`config.mk`:
```
export PLATFORM = sky130hd
export DESIGN_NAME = prom_top
export DESIGN_NICKNAME = d
export VERILOG_FILES = /design/src/hdl/prom_pkg.sv /design/src/hdl/prom_top.sv /design/src/hdl/prom_spi_shift.sv /design/src/hdl/prom_cmd_seq.sv /design/src/hdl/prom_blk_buf.sv /design/src/hdl/prom_apb_regs.sv
export SDC_FILE = /design/constraint.sdc
export NUM_CORES = 2
export LEC_CHECK = 0
export ABC_AREA = 1
export BUFFER_PORTS_ARGS = -buffer_cell sky130_fd_sc_hd__buf_2
export CAP_MARGIN = 5
export CORE_MARGIN = 2
export CORE_UTILIZATION = 25
export CTS_BUF_LIST = sky130_fd_sc_hd__clkbuf_16
export CTS_CLUSTER_DIAMETER = 30
export DETAILED_ROUTE_END_ITERATION = 6
export PLACE_DENSITY_LB_ADDON = 0.1
export SLEW_MARGIN = 20
export SYNTH_ARGS = -nofsm -noshare
export SYNTH_HDL_FRONTEND = slang
export SYNTH_SLANG_ARGS = --single-unit
```
`constraint.sdc`:
```
create_clock -name clk -period 5.81 [get_ports clk]
set_clock_uncertainty 0.2 [all_clocks]
set_input_delay 0.581 -clock clk [delete_from_list [all_inputs] [get_ports clk]]
set_output_delay 0.581 -clock clk [all_outputs]
set_load 0.05 [all_outputs]
```
`src/hdl/prom_pkg.sv`:
```
/* Serial PROM programmer shared definitions */

package prom_pkg;

    localparam int APB_ADDR_W = 10;                 // Covers regs and buffer window
    localparam int CNT_W      = 7;                  // Half-period counter width
    localparam int BLK_DEPTH  = 64;                 // Quadlets per block
    localparam int BLK_AW     = 6;                  // Buffer memory address width

    typedef logic [31:0]       word_t;              // APB and SPI quadlet
    typedef logic [CNT_W-1:0]  cnt_t;               // 2*bits-1
    typedef logic [BLK_AW:0]   blk_idx_t;           // One extra bit so 64 fits

    // Flash opcodes
    localparam logic [7:0] OP_WREN      = 8'h06;
    localparam logic [7:0] OP_WRDI      = 8'h04;
    localparam logic [7:0] OP_RDID      = 8'h9F;
    localparam logic [7:0] OP_RDSR      = 8'h05;
    localparam logic [7:0] OP_WRSR      = 8'h01;
    localparam logic [7:0] OP_READ      = 8'h03;
    localparam logic [7:0] OP_FAST_READ = 8'h0B;
    localparam logic [7:0] OP_PP        = 8'h02;
    localparam logic [7:0] OP_SE        = 8'hD8;
    localparam logic [7:0] OP_BE        = 8'hC7;
    localparam logic [7:0] OP_DP        = 8'hB9;
    localparam logic [7:0] OP_RES       = 8'hAB;

    // Register map
    localparam logic [APB_ADDR_W-1:0] REG_CMD      = 10'h000;
    localparam logic [APB_ADDR_W-1:0] REG_STATUS   = 10'h004;
    localparam logic [APB_ADDR_W-1:0] REG_RESULT   = 10'h008;
    localparam logic [APB_ADDR_W-1:0] REG_BLK_CTRL = 10'h00C;
    localparam logic [APB_ADDR_W-1:0] REG_BLK_BASE = 10'h100;  // 64 quadlets up to 0x1FC

    // Status bits, debug index pair in [31:16]
    localparam int ST_BUSY     = 0;
    localparam int ST_BLK_OPEN = 1;
    localparam int ST_BLK_ERR  = 2;
    localparam int ST_CS       = 3;

    typedef enum logic [2:0] {IDLE, SELECT, XFER, BLK_XFER, DESELECT, RELEASE} seq_state_t;

endpackage
```
`src/hdl/prom_top.sv`:
```
/* Serial PROM programmer top */

`timescale 1ns/1ps

module prom_top import prom_pkg::*; (
    input  logic                  clk,
    input  logic                  reset_n,
    input  logic [APB_ADDR_W-1:0] paddr,
    input  logic                  psel,
    input  logic                  penable,
    input  logic                  pwrite,
    input  word_t                 pwdata,
    output word_t                 prdata,
    output logic                  pready,
    output logic                  pslverr,
    input  logic                  miso,
    output logic                  sclk,
    output logic                  mosi,
    output logic                  cs_n
);

    logic     cmd_valid;
    word_t    cmd_word;
    logic     blk_start;
    logic     blk_end;
    logic     busy;
    word_t    result;
    logic     buf_wen;
    blk_idx_t buf_addr;
    word_t    buf_wdata;
    logic     addr_ok;
    blk_idx_t blk_err_addr;
    blk_idx_t wr_count;
    blk_idx_t rd_idx;
    word_t    rd_data;
    logic     rd_en;
    logic     start;
    word_t    tx_word;
    cnt_t     send_cnt;
    cnt_t     recv_cnt;
    logic     done;
    word_t    rx_word;

    prom_apb_regs regs_inst (
        .clk, .reset_n, .paddr, .psel, .penable, .pwrite, .pwdata,
        .prdata, .pready, .pslverr, .busy, .cs_n, .result, .addr_ok,
        .blk_err_addr, .cmd_valid, .cmd_word, .blk_start, .blk_end,
        .buf_wen, .buf_addr, .buf_wdata
    );

    prom_blk_buf buf_inst (
        .clk, .reset_n, .clear(blk_start), .buf_wen, .buf_addr, .buf_wdata,
        .rd_en, .addr_ok, .wr_count, .rd_idx, .rd_data, .blk_err_addr
    );

    prom_cmd_seq seq_inst (
        .clk, .reset_n, .cmd_valid, .cmd_word, .blk_start, .blk_end,
        .wr_count, .rd_idx, .rd_data, .done, .rx_word, .busy, .cs_n,
        .result, .rd_en, .start, .tx_word, .send_cnt, .recv_cnt
    );

    prom_spi_shift spi_inst (
        .clk, .reset_n, .start, .tx_word, .send_cnt, .recv_cnt, .miso,
        .sclk, .mosi, .done, .rx_word
    );

endmodule

```
`src/hdl/prom_spi_shift.sv`:
```
/* SPI mode 0 shifter */

`timescale 1ns/1ps

module prom_spi_shift import prom_pkg::*; (
    input  logic  clk,
    input  logic  reset_n,
    input  logic  start,
    input  word_t tx_word,
    input  cnt_t  send_cnt,
    input  cnt_t  recv_cnt,
    input  logic  miso,
    output logic  sclk,
    output logic  mosi,
    output logic  done,
    output word_t rx_word
);

    logic  sending;
    logic  receiving;
    cnt_t  seqn;                                    // Half-period count, bit 0 is sclk
    cnt_t  send_last;
    cnt_t  recv_last;
    word_t sr;                                      // Outgoing bits, MSB first

    assign sclk = seqn[0];
    assign mosi = sr[31];

    always_ff @(posedge clk) begin
        if (!reset_n) begin
            sending   <= 1'b0;
            receiving <= 1'b0;
            seqn      <= '0;
            done      <= 1'b0;
            sr        <= '0;
        end else begin
            done <= 1'b0;
            if (start) begin
                sending <= 1'b1;
                seqn    <= '0;
                sr      <= tx_word;
            end else if (sending) begin
                if (seqn[0])
                    sr <= {sr[30:0], 1'b0};         // Advance after high phase
                if (seqn == send_last) begin
                    seqn      <= '0;
                    sending   <= 1'b0;
                    receiving <= (recv_last != '0);
                    done      <= (recv_last == '0);
                end else begin
                    seqn <= seqn + 1'b1;
                end
            end else if (receiving) begin
                if (seqn == recv_last) begin
                    seqn      <= '0;
                    receiving <= 1'b0;
                    done      <= 1'b1;
                end else begin
                    seqn <= seqn + 1'b1;
                end
            end
        end
    end

    always_ff @(posedge clk) begin
        if (start) begin
            send_last <= send_cnt;
            recv_last <= recv_cnt;
            rx_word   <= '0;
        end else if (receiving && !seqn[0]) begin
            rx_word <= {rx_word[30:0], miso};       // Sample before rising edge
        end
    end

endmodule

```
`src/hdl/prom_cmd_seq.sv`:
```
/* PROM command sequencer */

`timescale 1ns/1ps

module prom_cmd_seq import prom_pkg::*; (
    input  logic     clk,
    input  logic     reset_n,
    input  logic     cmd_valid,
    input  word_t    cmd_word,
    input  logic     blk_start,
    input  logic     blk_end,
    input  blk_idx_t wr_count,
    input  blk_idx_t rd_idx,
    input  word_t    rd_data,
    input  logic     done,
    input  word_t    rx_word,
    output logic     busy,
    output logic     cs_n,
    output word_t    result,
    output logic     rd_en,
    output logic     start,
    output word_t    tx_word,
    output cnt_t     send_cnt,
    output cnt_t     recv_cnt
);

    seq_state_t state;
    logic       blk_mode;                           // Current frame is a block write
    logic       blk_open;
    logic       op_known;
    cnt_t       op_send;
    cnt_t       op_recv;
    logic       cmd_go;
    logic       blk_go;                             // Next quadlet ready

    assign busy   = (state != IDLE);
    assign cmd_go = (state == IDLE) && cmd_valid && op_known;
    assign blk_go = (state == SELECT) && blk_mode && (rd_idx != wr_count);

    // Counts are 2*bits-1, receive 0 means nothing to read
    always_comb begin
        op_known = 1'b1;
        op_send  = 7'd15;
        op_recv  = 7'd0;
        case (cmd_word[31:24])
            OP_WREN, OP_WRDI, OP_BE, OP_DP: ;       // Opcode only
            OP_RDID:      op_recv = 7'd47;          // 3 ID bytes
            OP_RDSR:      op_recv = 7'd15;
            OP_WRSR:      op_send = 7'd31;          // Opcode plus status byte
            OP_READ: begin
                op_send = 7'd63;
                op_recv = 7'd63;                    // One quadlet
            end
            OP_FAST_READ: begin
                op_send = 7'd79;                    // Dummy byte after address
                op_recv = 7'd63;
            end
            OP_PP, OP_SE: op_send = 7'd63;          // Address only, PP data via block
            OP_RES: begin
                op_send = 7'd63;                    // 3 dummy bytes
                op_recv = 7'd15;                    // Old style ID
            end
            default:      op_known = 1'b0;
        endcase
    end

    always_ff @(posedge clk) begin
        if (!reset_n) begin
            state    <= IDLE;
            cs_n     <= 1'b1;
            start    <= 1'b0;
            rd_en    <= 1'b0;
            blk_mode <= 1'b0;
            blk_open <= 1'b0;
            result   <= '0;
        end else begin
            start <= 1'b0;
            rd_en <= 1'b0;
            if (blk_start)
                blk_open <= 1'b1;
            else if (blk_end)
                blk_open <= 1'b0;
            case (state)
                IDLE: begin
                    if (cmd_go) begin
                        cs_n     <= 1'b0;
                        blk_mode <= 1'b0;
                        state    <= SELECT;
                    end else if (cmd_valid) begin
                        result <= '0;               // Unknown opcode
                    end else if (blk_start) begin
                        cs_n     <= 1'b0;           // Hold select for whole block
                        blk_mode <= 1'b1;
                        result   <= '0;
                        state    <= SELECT;
                    end
                end
                SELECT: begin
                    if (!blk_mode) begin
                        start <= 1'b1;
                        state <= XFER;
                    end else if (blk_go) begin
                        start <= 1'b1;
                        rd_en <= 1'b1;
                        state <= BLK_XFER;
                    end else if (!blk_open) begin
                        result <= {25'd0, rd_idx};  // Quadlets sent
                        state  <= DESELECT;
                    end
                end
                XFER: begin
                    if (done) begin
                        result <= rx_word;
                        state  <= DESELECT;
                    end
                end
                BLK_XFER: begin
                    if (done)
                        state <= SELECT;            // Look for next quadlet
                end
                DESELECT: begin
                    cs_n  <= 1'b1;
                    state <= RELEASE;
                end
                RELEASE:  state <= IDLE;
                default:  state <= IDLE;
            endcase
        end
    end

    always_ff @(posedge clk) begin
        if (cmd_go) begin
            tx_word  <= cmd_word;
            send_cnt <= op_send;
            recv_cnt <= op_recv;
        end else if (blk_go) begin
            tx_word  <= rd_data;
            send_cnt <= 7'd63;                      // Full quadlet, no reply
            recv_cnt <= 7'd0;
        end
    end

endmodule

```
`src/hdl/prom_blk_buf.sv`:
```
/* Block write quadlet buffer */

`timescale 1ns/1ps

module prom_blk_buf import prom_pkg::*; (
    input  logic     clk,
    input  logic     reset_n,
    input  logic     clear,
    input  logic     buf_wen,
    input  blk_idx_t buf_addr,
    input  word_t    buf_wdata,
    input  logic     rd_en,
    output logic     addr_ok,
    output blk_idx_t wr_count,
    output blk_idx_t rd_idx,
    output word_t    rd_data,
    output blk_idx_t blk_err_addr
);

    word_t mem [BLK_DEPTH];
    logic  wr_ok;

    // Only the next sequential slot is accepted, full buffer never matches
    assign addr_ok      = (buf_addr == wr_count);
    assign wr_ok        = buf_wen & addr_ok;
    assign blk_err_addr = addr_ok ? '0 : wr_count;  // Expected index on mismatch
    assign rd_data      = mem[rd_idx[BLK_AW-1:0]];

    always_ff @(posedge clk) begin
        if (wr_ok)
            mem[wr_count[BLK_AW-1:0]] <= buf_wdata;
    end

    always_ff @(posedge clk) begin
        if (!reset_n) begin
            wr_count <= '0;
            rd_idx   <= '0;
        end else if (clear) begin
            wr_count <= '0;                         // New block
            rd_idx   <= '0;
        end else begin
            if (wr_ok)
                wr_count <= wr_count + 1'b1;
            if (rd_en)
                rd_idx <= rd_idx + 1'b1;            // Sequencer took one quadlet
        end
    end

endmodule

```
`src/hdl/prom_apb_regs.sv`:
```
/* PROM programmer APB registers */

`timescale 1ns/1ps

module prom_apb_regs import prom_pkg::*; (
    input  logic                  clk,
    input  logic                  reset_n,
    input  logic [APB_ADDR_W-1:0] paddr,
    input  logic                  psel,
    input  logic                  penable,
    input  logic                  pwrite,
    input  word_t                 pwdata,
    output word_t                 prdata,
    output logic                  pready,
    output logic                  pslverr,
    input  logic                  busy,
    input  logic                  cs_n,
    input  word_t                 result,
    input  logic                  addr_ok,
    input  blk_idx_t              blk_err_addr,
    output logic                  cmd_valid,
    output word_t                 cmd_word,
    output logic                  blk_start,
    output logic                  blk_end,
    output logic                  buf_wen,
    output blk_idx_t              buf_addr,
    output word_t                 buf_wdata
);

    logic        wr_acc;                            // Write in access phase
    logic        is_cmd;
    logic        is_ctrl;
    logic        is_blk;                            // Inside buffer window
    logic        cmd_err;
    logic        blk_wr_err;
    logic        cmd_ok;
    logic        blk_open;
    logic        blk_err;                           // Sticky until next block
    logic [15:0] dbg;                               // First bad offered/expected pair
    word_t       status;

    assign wr_acc     = psel & penable & pwrite;
    assign is_cmd     = (paddr == REG_CMD);
    assign is_ctrl    = (paddr == REG_BLK_CTRL);
    assign is_blk     = (paddr[APB_ADDR_W-1:8] == REG_BLK_BASE[APB_ADDR_W-1:8]);
    assign buf_addr   = {1'b0, paddr[7:2]};         // Quadlet index in window
    assign buf_wdata  = pwdata;
    assign cmd_err    = busy | cmd_valid;           // Command still launching counts too
    assign blk_wr_err = ~blk_open | ~addr_ok;
    assign cmd_ok     = wr_acc & is_cmd & ~cmd_err;
    assign buf_wen    = wr_acc & is_blk & ~blk_wr_err;
    assign pready     = 1'b1;                       // No wait states
    assign pslverr    = wr_acc & ((is_cmd & cmd_err) | (is_blk & blk_wr_err));

    always_ff @(posedge clk) begin
        if (!reset_n) begin
            cmd_valid <= 1'b0;
            blk_start <= 1'b0;
            blk_end   <= 1'b0;
            blk_open  <= 1'b0;
            blk_err   <= 1'b0;
            dbg       <= '0;
        end else begin
            cmd_valid <= cmd_ok;
            blk_start <= 1'b0;
            blk_end   <= 1'b0;
            if (wr_acc && is_ctrl && pwdata == 32'd1 && !blk_open && !busy) begin
                blk_start <= 1'b1;                  // Open, clear error record
                blk_open  <= 1'b1;
                blk_err   <= 1'b0;
                dbg       <= '0;
            end else if (wr_acc && is_ctrl && pwdata == 32'd2 && blk_open) begin
                blk_end  <= 1'b1;
                blk_open <= 1'b0;
            end
            if (wr_acc && is_blk && blk_open && !addr_ok) begin
                blk_err <= 1'b1;
                if (!blk_err)
                    dbg <= {1'b0, buf_addr, 1'b0, blk_err_addr};  // Keep first only
            end
        end
    end

    always_ff @(posedge clk) begin
        if (cmd_ok)
            cmd_word <= pwdata;
    end

    always_comb begin
        status              = '0;
        status[31:16]       = dbg;
        status[ST_BUSY]     = busy;
        status[ST_BLK_OPEN] = blk_open;
        status[ST_BLK_ERR]  = blk_err;
        status[ST_CS]       = ~cs_n;                // Chip selected
    end

    always_comb begin
        case (paddr)
            REG_CMD:      prdata = cmd_word;
            REG_STATUS:   prdata = status;
            REG_RESULT:   prdata = result;
            REG_BLK_CTRL: prdata = {30'd0, blk_err, blk_open};
            default:      prdata = '0;
        endcase
    end

endmodule

```
==> results.yml <==
run:
  cap_violations: 0
synth:
  syn_area_per_cell_um2: 11.64
  ys_seq_elements: 2279
  synth_cell_types: 45
  synth_flop_cell: "edfxtp_1"
  synth.cell_area_um2: 91440
  synth_edf_count: 2124
  syn-num-nets: 7904
  synthArstFlopShare_pct: 0
  yosys_warnings: 0
  yosysSeqAreaShare_pct: 73.15
  synthCells: 7853
cts:
  path_clk_slew_ns: 0.04
  cts-root-buf: "clkbuf_16"
  clock_path_buffers: 4
  clk_latency_ns: 1.01
  cts_tree: "done"
  cts.htree.levels: 6
  cts.sinks: 2279
  cts_made_buffers: 608
power:
  finalPower_mw: 52.59
  swShare_pct: 22.21
  p_seq_share_pct: 34.8
  vdd_ir_drop_max_v: 0.0003120
  p_switching_mw: 11.68
  pwr-share-clk_pct: 62.7
  powerDensity_nw_per_um2: 440.3
  p_leak_nw: 42.57
  p_comb_share_pct: 2.5
  p_int_mw: 40.91
route:
  drtIter0Drc: 6296
  viasPerCell: 4.686
  wire_per_inst_um: 26.25
  routed_wl_mm: 357.9
  antenna_left: 0
  first_pass_iters: 7
  vias: 63900
  route.detailed.drc: 2
worst_setup_path:
  worstSetupStartpointType: "input pin"
  cp_slowest_cell: "clkinv_1"
  cp.arrival_ns: 3.76
  max_stage_delay_ns: 0.86
  r2r_start: "buf_inst.wr_count[3]$_SDFFE_PP0P_"
  cp-end-kind: "output pin"
  crit_chain: "dlygate4sd3_1 -> buf_2 -> nor2_1 -> nand2_1 -> nor3_4 -> buf_4 -> nand2_1 -> clkinv_1 -> a211o_1 -> buf_2"
  crit_start: "paddr[5]"
  cp_max_fo: 27
  crit_type: "input pin to output pin"
  worst-path-buf-inv: 5
  cp_top_family: "buffers and inverters"
  cp.required_ns: 5.03
sta:
  period_needed_ns: 4.545
  fin_ws_ns: 1.265
  rsz0062_at_grt: "no"
  hold_violations: 0
  post-route-period-util_pct: 78.22
  worst_pin_slew_ns: 1.121
  drv_slew: 0
  clock.fmax_mhz: 220.0
  slew_headroom_pct: 25.02
  finalSetupTns_ns: 0
  final-setup-viol-count: 0
global_routing:
  globalRouteTotalUtil_pct: 18.79
  grt_max_degree: 142
  grt_remaining_overflow: 0
  antenna_found_initial: 42
  grt_first_pass_wirelength_mm: 498.8
  first_global_vias: 62810
cells_and_area:
  regArea_um2: 66910
  final_common_cell: "nand2_1"
  n_fill_cell: 36550
  drive_above_1_share_pct: 15.13
  layout.nets: 8354
  layout_common_cells: "nand2_1 (2,274), edfxtp_1 (2,124), nand3_1 (1,988)"
  multiInputGateArea_um2: 22510
  final_cells: 13640
  fin_util_pct: 32.72
  syn2layout_area_growth_pct: 30.62
worst_hold_path:
  worst_hold_path_type: "input pin to register"
  hold_path.startpoint: "pwdata[8]"
outcome:
  status: "complete, but fails checks"
  violations: "DRC"
floorplan:
  design.core.area_um2: 365000
  initial_core_util_pct: 25.05
  die_x_um: 608.8
  rows: 222
  dieArea_um2: 370600
  dieHeight_um: 608.8
  ioPinCount: 85
place:
  dp_cells: 12470
  port_buffers: 83
  preCtsSetupSlack_ns: 1.426
  hpwl_mm: 213.0
  place.gp.congestion: 0.8327
==> power by group through the flow <==
stage,Clock [mW],Combinational (mW),Sequential [mW]
after global routing,34.4,1.46,18.3
after detailed placement,0,1.31,18.6
after floorplan,0,0.590,18.5
final,33.0,1.32,18.3
after global placement,0,1.30,18.6
after CTS,33.5,1.34,18.3
==> layout make-up <==
type	instances	area share [%]
sequential	2279	56.02
multi-input combinational	4943	18.85
clock buffer	612	12.82
tap	4816	5.045
clock inverter	510	4.289
timing repair buffer	356	2.577
inverter	115	0.3855
antenna	6	0.01257
==> sequential cells by signal (all words and copies together), names as in the netlist, 3 cells and up, named ones only <==
register / flops
buf_inst.mem: 2048
buf_inst.rd_idx: 7
buf_inst.wr_count: 7
regs_inst.cmd_word: 32
regs_inst.dbg: 16
seq_inst.recv_cnt: 3
seq_inst.result: 32
seq_inst.send_cnt: 3
seq_inst.state: 3
seq_inst.tx_word: 32
spi_inst.recv_last: 3
spi_inst.rx_word: 32
spi_inst.send_last: 3
spi_inst.seqn: 7
spi_inst.sr: 32
==> cells in the mapped netlist, types with 9 or more instances <==
library cell  count  area [um2]
nand2_1        2276        8543
edfxtp_1       2124       63780
nand3_1        1989        9955
clkbuf_1        285        1070
nor2_1          258       968.4
dfxtp_1         155        3103
buf_2           123       615.6
o21ai_0         122       610.6
inv_1           105       394.1
buf_1            98       367.9
a21oi_1          93       465.5
o22ai_1          41       256.5
nand4_1          35       219.0
a31oi_1          19       118.9
nor3_1           19       95.09
a22oi_1          10       75.07
a32o_1            9       90.09
inv_2             9       33.78
xor2_1            9       78.83
==> worst register-to-register path, cell delays in order (launching register included) <==
cell     delay [ns]
dfxtp_1        0.48
inv_2          0.18
a21oi_1        0.20
nand2_1        0.10
nor3_1         0.15
nand2_1        0.15
nor2_2         0.33
inv_2          0.15
nor2_4         0.18
nand3_2        0.74
nor2_4         0.56
buf_4          0.42
==> cell families (layout without fill, tap and decap cells) <==
kind of cell             Yosys count  count (layout)  share of synthesized area (%)
adder cells (fa/ha/maj)            3               3                        0.04106
AND/OR/NAND/NOR                 4612            4612                          21.94
other                              1               7                       0.004101
flip-flops                      2279            2279                          73.15
buffers and inverters            631            1593                          2.801
XOR/XNOR                          13              13                         0.1245
AO/OA/AOI/OAI                    314             314                          1.939
==> worst paths after layout <==
check	endpoint	slack, ns	depth (start not counted)
worst max-delay path	prdata[1]	1.27	10
worst min-delay path	buf_inst.mem[39][8]$_DFFE_PP_	0.04	2
worst max register to register	buf_inst.mem[5][28]$_DFFE_PP_	1.60	11
worst min register to register	spi_inst.send_last[5]$_DFFE_PP_	0.20	0
==> per-stage QoR <==
step,instance area (um2),hold slack (ns)
6_report,119400,0.04108
5_1_grt,119400,0.03798
4_1_cts,119400,0.003549
3_5_place_dp,98610,0.2105
3_3_place_gp,98510,0.2079
2_1_floorplan,91440,0.2003
==> metal layers <==
layer | track usage [%] | part of all wire [%]
met1 | 26.17 | 45
met2 | 29.78 | 46
met3 | 3.262 | 6.0
met4 | 5.617 | 2.6
met5 | 0 | 0.0084
==> what timing repair did <==
action | CTS | global route
hold endpoints to repair | 239 | 0
endpoints found under the setup margin | 0 | 0
resized for setup | 0 | 0
hold buffers | 36 | 0
buffers inserted | 0 | 0
No activity file was read; power rests on OpenSTA's default activity.
